===== config.mk =====
export PLATFORM = sky130hd
export DESIGN_NAME = wb_manager
export DESIGN_NICKNAME = d
export VERILOG_FILES = /design/src/memreq_pkg.sv /design/src/wb_manager.sv
export SDC_FILE = /design/constraint.sdc
export NUM_CORES = 1
export LEC_CHECK = 0
export BUFFER_PORTS_ARGS = -buffer_cell sky130_fd_sc_hd__buf_4
export CAP_MARGIN = 20
export CORE_MARGIN = 2
export CORE_UTILIZATION = 30
export DETAILED_ROUTE_END_ITERATION = 12
export GPL_TIMING_DRIVEN = 1
export PLACE_DENSITY_LB_ADDON = 0.2
export SKIP_LAST_GASP = 1
export SLEW_MARGIN = 20
export SYNTH_ARGS = -nofsm -noshare
export SYNTH_HDL_FRONTEND = slang
export SYNTH_SLANG_ARGS = --single-unit

===== constraint.sdc =====
create_clock -name clk -period 3.07 [get_ports clk]
set_input_delay 0 -clock clk [delete_from_list [all_inputs] [get_ports clk]]
set_output_delay 0 -clock clk [all_outputs]
set_load 0.02 [all_outputs]

===== src/memreq_pkg.sv =====
`default_nettype none

package memreq_pkg;

    // every cpu address is shifted into the sram window on the bus
    localparam logic [31:0] BUS_BASE = 32'h3300_0000;

    localparam int MEM_WORDS = 256;
    localparam int MEM_AW = $clog2(MEM_WORDS);           // word index width, 8
    localparam int WAIT_STATES = 2;                      // sram cycles before ack
    localparam int WAIT_CW = $clog2(WAIT_STATES + 1);
    localparam logic [3:0] SEL_WORD = 4'hF;              // full word stores only

    // data side request from the cpu
    typedef struct packed {
        logic        memread;
        logic        memwrite;
        logic [31:0] data_address;
        logic [31:0] data_to_write;
    } cpu_req_t;

    // request unit to bus manager, read/write are single cycle strobes
    typedef struct packed {
        logic        read;
        logic        write;
        logic [31:0] adr;
        logic [31:0] dat;
        logic [3:0]  sel;
    } bus_cmd_t;

    typedef struct packed {
        logic        cyc;
        logic        stb;
        logic        we;
        logic [31:0] adr;
        logic [31:0] dat;
        logic [3:0]  sel;
    } wb_m2s_t;

    typedef struct packed {
        logic        ack;
        logic [31:0] dat;
    } wb_s2m_t;

    typedef enum logic [2:0] {
        IDLE,
        WAIT_READ,
        WAIT_WRITE,
        WAIT_INSTRUCTION,
        MEM_READ,
        MEM_WRITE,
        INSTRUCTION_READ
    } req_state_t;

    typedef enum logic [1:0] {
        WBM_IDLE,
        WBM_CYCLE,
        WBM_DONE
    } wbm_state_t;

endpackage

`default_nettype wire


===== src/wb_manager.sv =====
`timescale 1ns/1ps
`default_nettype none

module wb_manager (
    input  wire logic                 clk,
    input  wire logic                 rst,
    input  wire memreq_pkg::bus_cmd_t cmd_i,
    output logic                      busy_o,
    output logic [31:0]               rdata_o,
    output memreq_pkg::wb_m2s_t       wb_o,
    input  wire memreq_pkg::wb_s2m_t  wb_i
);

    import memreq_pkg::*;

    wbm_state_t  state;
    wb_m2s_t     wb_q;
    logic [31:0] rdata_q;
    logic        cmd_strobe;

    assign cmd_strobe = cmd_i.read || cmd_i.write;

    assign wb_o    = wb_q;
    assign rdata_o = rdata_q;
    assign busy_o  = (state == WBM_CYCLE);  // high exactly while cyc is open

    always_ff @(posedge clk or posedge rst) begin
        if (rst) begin
            state   <= WBM_IDLE;
            wb_q    <= '0;
            rdata_q <= '0;
        end else begin
            case (state)
                WBM_IDLE: begin
                    if (cmd_strobe) begin
                        wb_q.cyc <= 1'b1;
                        wb_q.stb <= 1'b1;
                        wb_q.we  <= cmd_i.write;
                        wb_q.adr <= cmd_i.adr;
                        wb_q.dat <= cmd_i.dat;
                        wb_q.sel <= cmd_i.sel;
                        state    <= WBM_CYCLE;
                    end
                end

                WBM_CYCLE: begin
                    // classic cycle, close on the edge after ack
                    if (wb_i.ack) begin
                        rdata_q  <= wb_i.dat;
                        wb_q.cyc <= 1'b0;
                        wb_q.stb <= 1'b0;
                        wb_q.we  <= 1'b0;
                        state    <= WBM_DONE;
                    end
                end

                WBM_DONE: state <= WBM_IDLE;  // one dead cycle between cycles

                default: state <= WBM_IDLE;
            endcase
        end
    end

    // a new command only lands in idle and always opens a cycle
    strobe_in_idle: assert property (
        @(posedge clk) disable iff (rst)
        cmd_strobe |-> (state == WBM_IDLE) ##1 busy_o
    );

    // slave acks only inside an open cycle, which then closes
    ack_inside_cycle: assert property (
        @(posedge clk) disable iff (rst)
        wb_i.ack |-> (wb_q.cyc && wb_q.stb) ##1 !wb_q.cyc
    );

endmodule

`default_nettype wire


==> impl_metrics.py <==
metrics = {
    "run_status": {
        "status": "finished, final reports clean",
    },
    "placement": {
        "finalWeightedCongestion": 0.738,
        "port_buffers": 208,
        "dp.cells": 606,
        "placed_area_mm2": 0.00566,
        "place.detailed.hpwl_mm": 6.71,
        "dp_slack_ns": 1.08,
    },
    "timing": {
        "fin_skew_ns": 0.00614,
        "rsz0062_at_grt": "no",
        "fin_setup_tns_ns": 0,
        "max_freq_mhz": 507,
        "finalHoldViolCount": 0,
        "finalWorstPathRequiredPeriod_ns": 1.97,
        "slew_violations": 0,
        "worst_slew_pin_slew_ns": 0.845,
        "finalCritPeriodShare_pct": 64.3,
        "final-setup-viol-count": 0,
        "whs_ns": 0.0120,
        "maxSlewHeadroom_pct": 43.5,
        "worst_slack_ns": 1.10,
    },
    "global_route": {
        "grt_overflow": 0,
        "track_usage_pct": 14.9,
        "grt_max_degree": 61,
        "grt_pass1_wl_mm": 16.4,
        "grt_pass1_vias": 3343,
        "antenna_found_initial": 0,
    },
    "synthesis": {
        "synth_seq_cells": 104,
        "syn-cell-area_mm2": 0.00391,
        "yosys.area.top_type": "dfrtp_1",
        "synth_seq_area_share_pct": 66.6,
        "syn_area_per_cell_um2": 16.8,
        "synthCells": 233,
        "synthTopCellsByArea": "dfrtp_1 (67%), mux2_2 (26%), mux2_1 (2.6%)",
        "yosysWarnings": 0,
        "synth_top_area_share_pct": 66.6,
        "syn-num-nets": 338,
        "ys_types": 16,
    },
    "clocking": {
        "clock_latency_ns": 0.34,
        "htree_levels": 3,
        "numCtsBuffers": 9,
        "clock_sinks": 104,
        "cts_root_buf": "clkbuf_16",
        "cts_tree": "built",
        "clkTransAtPathRegs_ns": 0.07,
        "clockBufferDepth": 2,
    },
    "floorplan": {
        "start_util_pct": 30.8,
        "die_x_um": 118,
        "dieArea_mm2": 0.0140,
        "fp-row-count": 41,
        "die_y_um": 118,
        "io_pins": 209,
        "coreArea_mm2": 0.0127,
    },
    "cells_and_area": {
        "layout.nets": 652,
        "design_area_mm2": 0.00697,
        "n_antenna_cell": 0,
        "drive_above_1_share_pct": 57.9,
        "instances_no_fill": 723,
        "syn_to_final_growth_pct": 78.3,
    },
    "drt": {
        "drtIter0Drc": 96,
        "vias_per_cell": 4.25,
        "ant_nets": 0,
        "post-route-drc-count": 0,
        "drt_pre_antenna_iters": 4,
        "routed_wl_mm": 10.3,
        "wl_per_cell_um": 14.3,
        "dr_total_vias": 3076,
    },
    "setup_path": {
        "startpoint": "state[1]",
        "r2r_start": "state[1]",
        "critPathKind": "register to register",
        "cp.required_ns": 3.29,
        "critPathLaunchType": "register",
        "worst-path-max-fanout": 18,
        "endpoint_kind": "register",
        "arrival_ns": 2.20,
    },
    "worst_hold_path": {
        "worst_hold_path_type": "input port to register",
        "hold_start": "cmd_i[68]",
    },
    "flow_run": {
        "drv_cap": 0,
    },
    "pwr": {
        "p_per_area_mw_per_mm2": 1010,
        "p_leak_nw": 3.26,
        "vdd_drop_max_uv": 451,
    },
}
[registers in the layout, summed over array words and instances, names as in the netlist]
name / count
rdata_o: 32
wb_o: 70
state: 2
[cell families after synthesis]
kind of cell,Yosys count,share of synthesized area [%]
muxes,100,28.8
AOI/OAI and AO/OA,5,0.865
and+or+nand+nor,8,1.31
buffers and inverters,16,2.40
DFF,104,66.6
[path summary, 6_finish.rpt]
kind | to | slack [ns] | depth (start not counted)
worst max-delay path | rdata_o[29] | 1.10 | 4
worst min-delay path | wb_o[68] | 0.01 | 3
worst max register to register | rdata_o[29] | 1.10 | 4
worst min register to register | wb_o[8] | 0.49 | 1
max in group asynchronous | rdata_o[22] | 1.88 | 4
min in group asynchronous | wb_o[51] | 0.38 | 3
[per-layer routing]
metal	vias up	track usage (%)	wire, µm
li1	1438	-	-
met1	1510	16.2	3880
met2	115	27.0	5580
met3	13	4.26	673
met4	0	6.10	181
met5	-	0	0
[worst max-delay path, stage by stage, from the launching register on]
cell	delay (ns)
dfrtp_1	0.43
inv_1	0.13
nand3_1	0.60
buf_12	0.41
mux2_2	0.28
[Yosys cell counts]
cell,number
buf_6,1
nor2_1,2
buf_2,6
nor2b_1,3
mux2_1,9
nand3_1,1
buf_4,5
o21ai_0,2
inv_1,4
nand2_1,1
a22oi_1,1
dfrtp_1,104
a211o_1,1
o21a_1,1
nor3_4,1
mux2_2,91
[report_power, final]
group / switching (mW) / internal [mW]
combinational: 1.69 / 1.77
clock: 0.476 / 0.650
sequential: 0.384 / 2.08
[metrics by stage]
stage / total power, mW / util (%)
after CTS: 7.12 / 55.0
after detailed placement: 5.86 / 44.7
after global placement: 5.81 / 44.7
after global routing: 7.42 / 55.0
after floorplan: 4.39 / -
final: 7.04 / 55.0
[cell type report]
class                           count  area [µm²]
Clock inverter                      3        42.5
Timing Repair Buffer              315        2630
Fill cell                        1016        5700
Clock buffer                       12         246
Tap cell                          172         215
Inverter                            4        17.5
Multi-Input combinational cell    113        1210
Sequential cell                   104        2600
[what timing repair did]
action | in CTS | in global routing
buffers inserted | 0 | 0
hold buffers | 102 | 0
gates resized for setup | 0 | 0
endpoints found under the hold margin | 160 | 0
[layout by cell type, fill, tap and decap left out, types with 2 or more instances in the layout]
cell type and instances:
nor2b_1 3, clkbuf_16 9, dlygate4sd3_1 102, buf_4 212, mux2_1 9, dfrtp_1 104, inv_1 3, clkbuf_1 2
o21ai_0 2, nor2_1 2, mux2_2 91
Note: power is estimated with default switching activity, not from simulation.
