File: config.mk
export PLATFORM = sky130hd
export DESIGN_NAME = request_unit
export DESIGN_NICKNAME = d
export VERILOG_FILES = /design/src/memreq_pkg.sv /design/src/request_unit.sv
export SDC_FILE = /design/constraint.sdc
export NUM_CORES = 1
export LEC_CHECK = 0
export BUFFER_PORTS_ARGS = -buffer_cell sky130_fd_sc_hd__buf_4
export CAP_MARGIN = 20
export CORE_ASPECT_RATIO = 0.6
export CORE_MARGIN = 2
export CORE_UTILIZATION = 44
export CTS_CLUSTER_DIAMETER = 40
export DETAILED_ROUTE_END_ITERATION = 7
export HOLD_SLACK_MARGIN = 0.02
export MAX_ROUTING_LAYER = met4
export PLACE_DENSITY_LB_ADDON = 0.1
export SYNTH_ARGS = -nofsm -noshare
export SYNTH_HDL_FRONTEND = slang
export SYNTH_SLANG_ARGS = --single-unit
File: constraint.sdc
create_clock -name clk -period 8.5 [get_ports clk]
set_input_delay 0 -clock clk [delete_from_list [all_inputs] [get_ports clk]]
set_output_delay 0 -clock clk [all_outputs]
set_load 0.05 [all_outputs]
File: src/memreq_pkg.sv
`default_nettype none

package memreq_pkg;

    // every cpu address is shifted into the sram window on the bus
    localparam logic [31:0] BUS_BASE = 32'h3300_0000;

    localparam int MEM_WORDS = 256;
    localparam int MEM_AW = $clog2(MEM_WORDS);           // word index width, 8
    localparam int WAIT_STATES = 2;                      // sram cycles before ack
    localparam int WAIT_CW = $clog2(WAIT_STATES + 1);
    localparam logic [3:0] SEL_WORD = 4'hF;              // full word stores only

    // data side request from the cpu
    typedef struct packed {
        logic        memread;
        logic        memwrite;
        logic [31:0] data_address;
        logic [31:0] data_to_write;
    } cpu_req_t;

    // request unit to bus manager, read/write are single cycle strobes
    typedef struct packed {
        logic        read;
        logic        write;
        logic [31:0] adr;
        logic [31:0] dat;
        logic [3:0]  sel;
    } bus_cmd_t;

    typedef struct packed {
        logic        cyc;
        logic        stb;
        logic        we;
        logic [31:0] adr;
        logic [31:0] dat;
        logic [3:0]  sel;
    } wb_m2s_t;

    typedef struct packed {
        logic        ack;
        logic [31:0] dat;
    } wb_s2m_t;

    typedef enum logic [2:0] {
        IDLE,
        WAIT_READ,
        WAIT_WRITE,
        WAIT_INSTRUCTION,
        MEM_READ,
        MEM_WRITE,
        INSTRUCTION_READ
    } req_state_t;

    typedef enum logic [1:0] {
        WBM_IDLE,
        WBM_CYCLE,
        WBM_DONE
    } wbm_state_t;

endpackage

`default_nettype wire

File: src/request_unit.sv
`timescale 1ns/1ps
`default_nettype none

module request_unit (
    input  wire logic                 en_i,
    input  wire logic                 clk,
    input  wire logic                 rst,
    input  wire memreq_pkg::cpu_req_t cpu_req_i,
    input  wire logic [31:0]          instruction_address_i,  // program counter
    input  wire logic                 busy_i,
    input  wire logic [31:0]          bus_rdata_i,
    output memreq_pkg::bus_cmd_t      cmd_o,
    output logic [31:0]               instruction_o,
    output logic [31:0]               data_read_o,
    output logic                      i_hit_o,
    output logic                      d_hit_o
);

    import memreq_pkg::*;

    req_state_t  state;
    req_state_t  next_state;
    bus_cmd_t    cmd_q;
    bus_cmd_t    next_cmd;
    logic [31:0] instr_q;
    logic [31:0] next_instr;
    logic [31:0] rdata_q;
    logic [31:0] next_rdata;
    logic        i_hit_q;
    logic        next_i_hit;
    logic        d_hit_q;
    logic        next_d_hit;
    logic        prev_busy;
    logic        busy_fell;

    // transfer is over once busy drops after having been high
    assign busy_fell = prev_busy && !busy_i;

    assign cmd_o         = cmd_q;
    assign instruction_o = instr_q;
    assign data_read_o   = rdata_q;
    assign i_hit_o       = i_hit_q;
    assign d_hit_o       = d_hit_q;

    always_ff @(posedge clk or posedge rst) begin
        if (rst) begin
            state     <= IDLE;
            cmd_q     <= '0;
            instr_q   <= '0;
            rdata_q   <= '0;
            i_hit_q   <= 1'b0;
            d_hit_q   <= 1'b0;
            prev_busy <= 1'b0;
        end else begin
            prev_busy <= busy_i;
            // hits are pulses, a stall must not stretch them
            i_hit_q   <= en_i && next_i_hit;
            d_hit_q   <= en_i && next_d_hit;
            if (en_i) begin
                state   <= next_state;
                cmd_q   <= next_cmd;
                instr_q <= next_instr;
                rdata_q <= next_rdata;
            end else begin
                cmd_q.read  <= 1'b0;  // nothing issued while stalled
                cmd_q.write <= 1'b0;
            end
        end
    end

    always_comb begin
        next_state     = state;
        next_cmd       = cmd_q;        // adr/dat held until done
        next_cmd.read  = 1'b0;
        next_cmd.write = 1'b0;
        next_cmd.sel   = SEL_WORD;
        next_instr     = instr_q;
        next_rdata     = rdata_q;
        next_i_hit     = 1'b0;
        next_d_hit     = 1'b0;

        case (state)
            IDLE: begin
                // store over load over fetch
                if (cpu_req_i.memwrite && !d_hit_q) begin
                    next_state     = WAIT_WRITE;
                    next_cmd.write = 1'b1;
                    next_cmd.adr   = cpu_req_i.data_address + BUS_BASE;
                    next_cmd.dat   = cpu_req_i.data_to_write;
                end else if (cpu_req_i.memread && !d_hit_q) begin
                    next_state    = WAIT_READ;
                    next_cmd.read = 1'b1;
                    next_cmd.adr  = cpu_req_i.data_address + BUS_BASE;
                    next_cmd.dat  = '0;
                end else if (!i_hit_q) begin
                    next_state    = WAIT_INSTRUCTION;
                    next_cmd.read = 1'b1;
                    next_cmd.adr  = instruction_address_i + BUS_BASE;
                    next_cmd.dat  = '0;
                end
            end

            // manager picks up the strobe during these
            WAIT_WRITE:       next_state = MEM_WRITE;
            WAIT_READ:        next_state = MEM_READ;
            WAIT_INSTRUCTION: next_state = INSTRUCTION_READ;

            MEM_WRITE: begin
                if (busy_fell) begin
                    next_state = IDLE;
                    next_d_hit = 1'b1;
                end
            end

            MEM_READ: begin
                if (busy_fell) begin
                    next_state = IDLE;
                    next_rdata = bus_rdata_i;
                    next_d_hit = 1'b1;
                end
            end

            INSTRUCTION_READ: begin
                if (busy_fell) begin
                    next_state = IDLE;
                    next_instr = bus_rdata_i;
                    next_i_hit = 1'b1;
                end
            end

            default: next_state = IDLE;
        endcase
    end

    // one strobe at a time, each gone the following cycle
    strobe_one_hot_pulse: assert property (
        @(posedge clk) disable iff (rst)
        (cmd_q.read || cmd_q.write)
            |-> !(cmd_q.read && cmd_q.write) ##1 !(cmd_q.read || cmd_q.write)
    );

    // en may only drop between transactions, else the fall of busy is lost
    stall_only_between: assert property (
        @(posedge clk) disable iff (rst)
        !en_i |-> (state == IDLE) && !busy_i
    );

endmodule

`default_nettype wire

==> impl_metrics.json <==
{
  "hp-class": "in2reg",
  "drt_iter0_markers": 206,
  "synth_warnings": 0,
  "critical_path_required_ns": 8.84,
  "cts_setup_buffers": 0,
  "fp.dieH_um": 92.3,
  "drt_wl_total_mm": 17.7,
  "netlist_area_um2": 5710,
  "async_reset_ff_share_pct": 100,
  "grt.total_usage_pct": 26.3,
  "placement.setup.worst_slack_ns": 5.93,
  "root_buffer": "clkbuf_16",
  "final_cell_mix": "buf_4, dfrtp_1, dlygate4sd3_1",
  "wl_per_cell_um": 17.0,
  "nFillCells": 792,
  "drc_errors": 0,
  "first_pass_iters": 4,
  "post_cts_resized": 0,
  "num_rows": 32,
  "fmaxAchievable_mhz": 379,
  "path_clk_slew_ns": 0.06,
  "post-route-min-period_ns": 2.64,
  "ios": 270,
  "syn2layout_area_growth_pct": 69.1,
  "synth_top_area_share_pct": 60.0,
  "rsz0062_at_grt": "no",
  "yosysTopAreaCell": "dfrtp_1",
  "clock-sinks": 137,
  "postCtsHoldBufs": 123,
  "die_w_um": 151,
  "vias": 5251,
  "grt_pass1_vias": 5395,
  "layout_commonest_cell": "buf_4",
  "synth_edf_count": 0,
  "reg2regPathDepth": 6,
  "synth_seq_cells": 137,
  "viasPerCell": 5.05,
  "clock_latency_ns": 0.41,
  "ys_seq_area_share_pct": 60.0,
  "finalSetupViolCount": 0,
  "crit_fanout": 41,
  "worst_clock_skew_ns": 0.00927,
  "h-tree-depth": 4,
  "crit-reg2reg-capture": "cmd_o[50]$_DFFE_PP0P_",
  "grt_pass1_wl_mm": 27.3,
  "holdPathEnd": "cmd_o[62]$_DFFE_PP0P_",
  "hold_depth": 5,
  "worstMarginPinSlew_ns": 0.984,
  "status": "completed",
  "cts_buffers": 17,
  "max_cap_violations": 0,
  "slew_viol_final": 0,
  "cts_tree": "built",
  "io_buffers": 269,
  "syn_nets": 606,
  "end_kind": "register",
  "crit_type": "reg2reg",
  "start_util_pct": 44.7,
  "p_leak_nw": 4.64,
  "rr_startpoint": "state[1]$_DFFE_PP0P_",
  "ys_dominant_reg_cell": "dfrtp_1",
  "antenna_found_initial": 0,
  "slew_headroom_pct": 34.4,
  "grt_max_degree": 79,
  "core_area_um2": 12800,
  "setup_slack_ns": 5.86,
  "synth_cell_types": 48,
  "routabilityCongestion": 0.883,
  "drive_gt1_share_pct": 44.0,
  "setup_tns_ns": 0,
  "die_area_um2": 13900,
  "timing.final.crit_share_pct": 31.1,
  "ir_drop_mv": 0.234,
  "startpoint_type": "register",
  "nets": 993,
  "cts.path.max_buffers": 2,
  "synth_area_leaders": "dfrtp_1, mux2_2, a22o_1",
  "n_antenna_cell": 0,
  "antenna_left": 0,
  "cp.arrival_ns": 2.98,
  "dp_hpwl_mm": 11.4,
  "multi_input_area_um2": 2080,
  "regToRegSetupSlack_ns": 5.86,
  "powerDensity_nw_per_um2": 410,
  "hp-start": "cpu_req_i[58]",
  "finalHoldViolCount": 0,
  "overflow": 0,
  "syn_inst": 470,
  "seq_area_um2": 3430,
  "postSynthAreaPerCell_um2": 12.2
}
worst max-delay path, cell delays in order (launching register included):
cell           delay (ns)
dfrtp_1              0.49
or4b_4               0.62
a21oi_4              0.38
buf_12               0.26
nor2_1               0.07
a31oi_1              0.17
dlygate4sd3_1        0.57
worst max-delay path by stage:
stage,slack [ns],cells past startpoint,endpoint,start
2_1_floorplan,4.83,1,cmd_o[0]$_DFFE_PP0P_,rst
3_3_place_gp,6.00,3,cmd_o[60]$_DFFE_PP0P_,state[1]$_DFFE_PP0P_
3_5_place_dp,5.93,3,cmd_o[60]$_DFFE_PP0P_,state[1]$_DFFE_PP0P_
4_1_cts,5.49,5,cmd_o[67]$_DFFE_PP0P_,state[1]$_DFFE_PP0P_
5_1_grt,5.71,6,cmd_o[50]$_DFFE_PP0P_,state[1]$_DFFE_PP0P_
6_report,5.86,6,cmd_o[50]$_DFFE_PP0P_,state[1]$_DFFE_PP0P_
report_power, final:
part / leakage, nW / total [W] / internal (W) / switching (W)
logic: 2.70 / 0.00213 / 0.000751 / 0.00138
registers: 1.68 / 0.00112 / 0.000940 / 0.000181
clock network: 0.266 / 0.000716 / 0.000434 / 0.000282
total: 4.64 / 0.00396 / 0.00213 / 0.00184
layer usage:
metal / wire length (um) / GRT usage (%)
met3: 1280 / 7.31
met4: 222 / 7.87
met1: 7290 / 31.5
met2: 8870 / 43.7
met5: 0 / -
state kept, by name (all words and copies together), names as in the netlist:
| signal | cells |
|---|---|
| cmd_o | 67 |
| data_read_o | 32 |
| instruction_o | 32 |
| state | 3 |
| d_hit_o | 1 |
| i_hit_o | 1 |
| prev_busy | 1 |
stage by stage:
stage / power, W / std cells / utilization, % / hold WS (ns) / instance area [um2]
floorplan: 0.00246 / 470 / - / 0.0314 / 5710
finish: 0.00396 / 1040 / 75.6 / 0.0460 / 9660
detailed placement: 0.00311 / 884 / 61.3 / 0.102 / 7830
global placement: 0.00306 / 884 / 61.3 / 0.0881 / 7830
CTS: 0.00397 / 1039 / 75.5 / 0.0286 / 9640
global route: 0.00413 / 1040 / 75.6 / 0.0667 / 9660
cells in the mapped netlist (2+ instances only):
cell type / n
buf_4: 6
nand2_1: 63
clkbuf_1: 12
nand3_1: 4
nand2b_1: 3
xnor2_1: 5
nor2_1: 33
inv_1: 11
or2_2: 2
nand3b_1: 3
o21ai_0: 13
a22o_1: 32
ha_1: 2
buf_2: 9
mux2_2: 64
xor2_1: 2
dfrtp_1: 137
buf_6: 4
o211ai_1: 2
a31oi_1: 28
a21oi_1: 7
nor3_1: 2
cells by family (layout without fill, tap and decap cells):
| family | Yosys count | after routing | share of synthesized area [%] |
|---|---|---|---|
| adder cells (fa/ha/maj) | 2 | 2 | 0.438 |
| XOR/XNOR | 7 | 7 | 1.07 |
| buffers and inverters | 42 | 442 | 3.88 |
| flip-flops | 137 | 137 | 60.0 |
| AO/OA/AOI/OAI | 96 | 96 | 12.3 |
| multiplexers | 66 | 66 | 13.0 |
| AND/OR/NAND/NOR | 120 | 120 | 9.31 |
final cells by class:
class | count | area share (%)
Clock buffer | 19 | 4.48
Clock inverter | 13 | 1.52
Inverter | 11 | 0.479
Multi-Input combinational cell | 291 | 21.5
Sequential cell | 137 | 35.5
Tap cell | 170 | 2.20
Timing Repair Buffer | 399 | 34.3
Power figures use the tool's default switching activity.
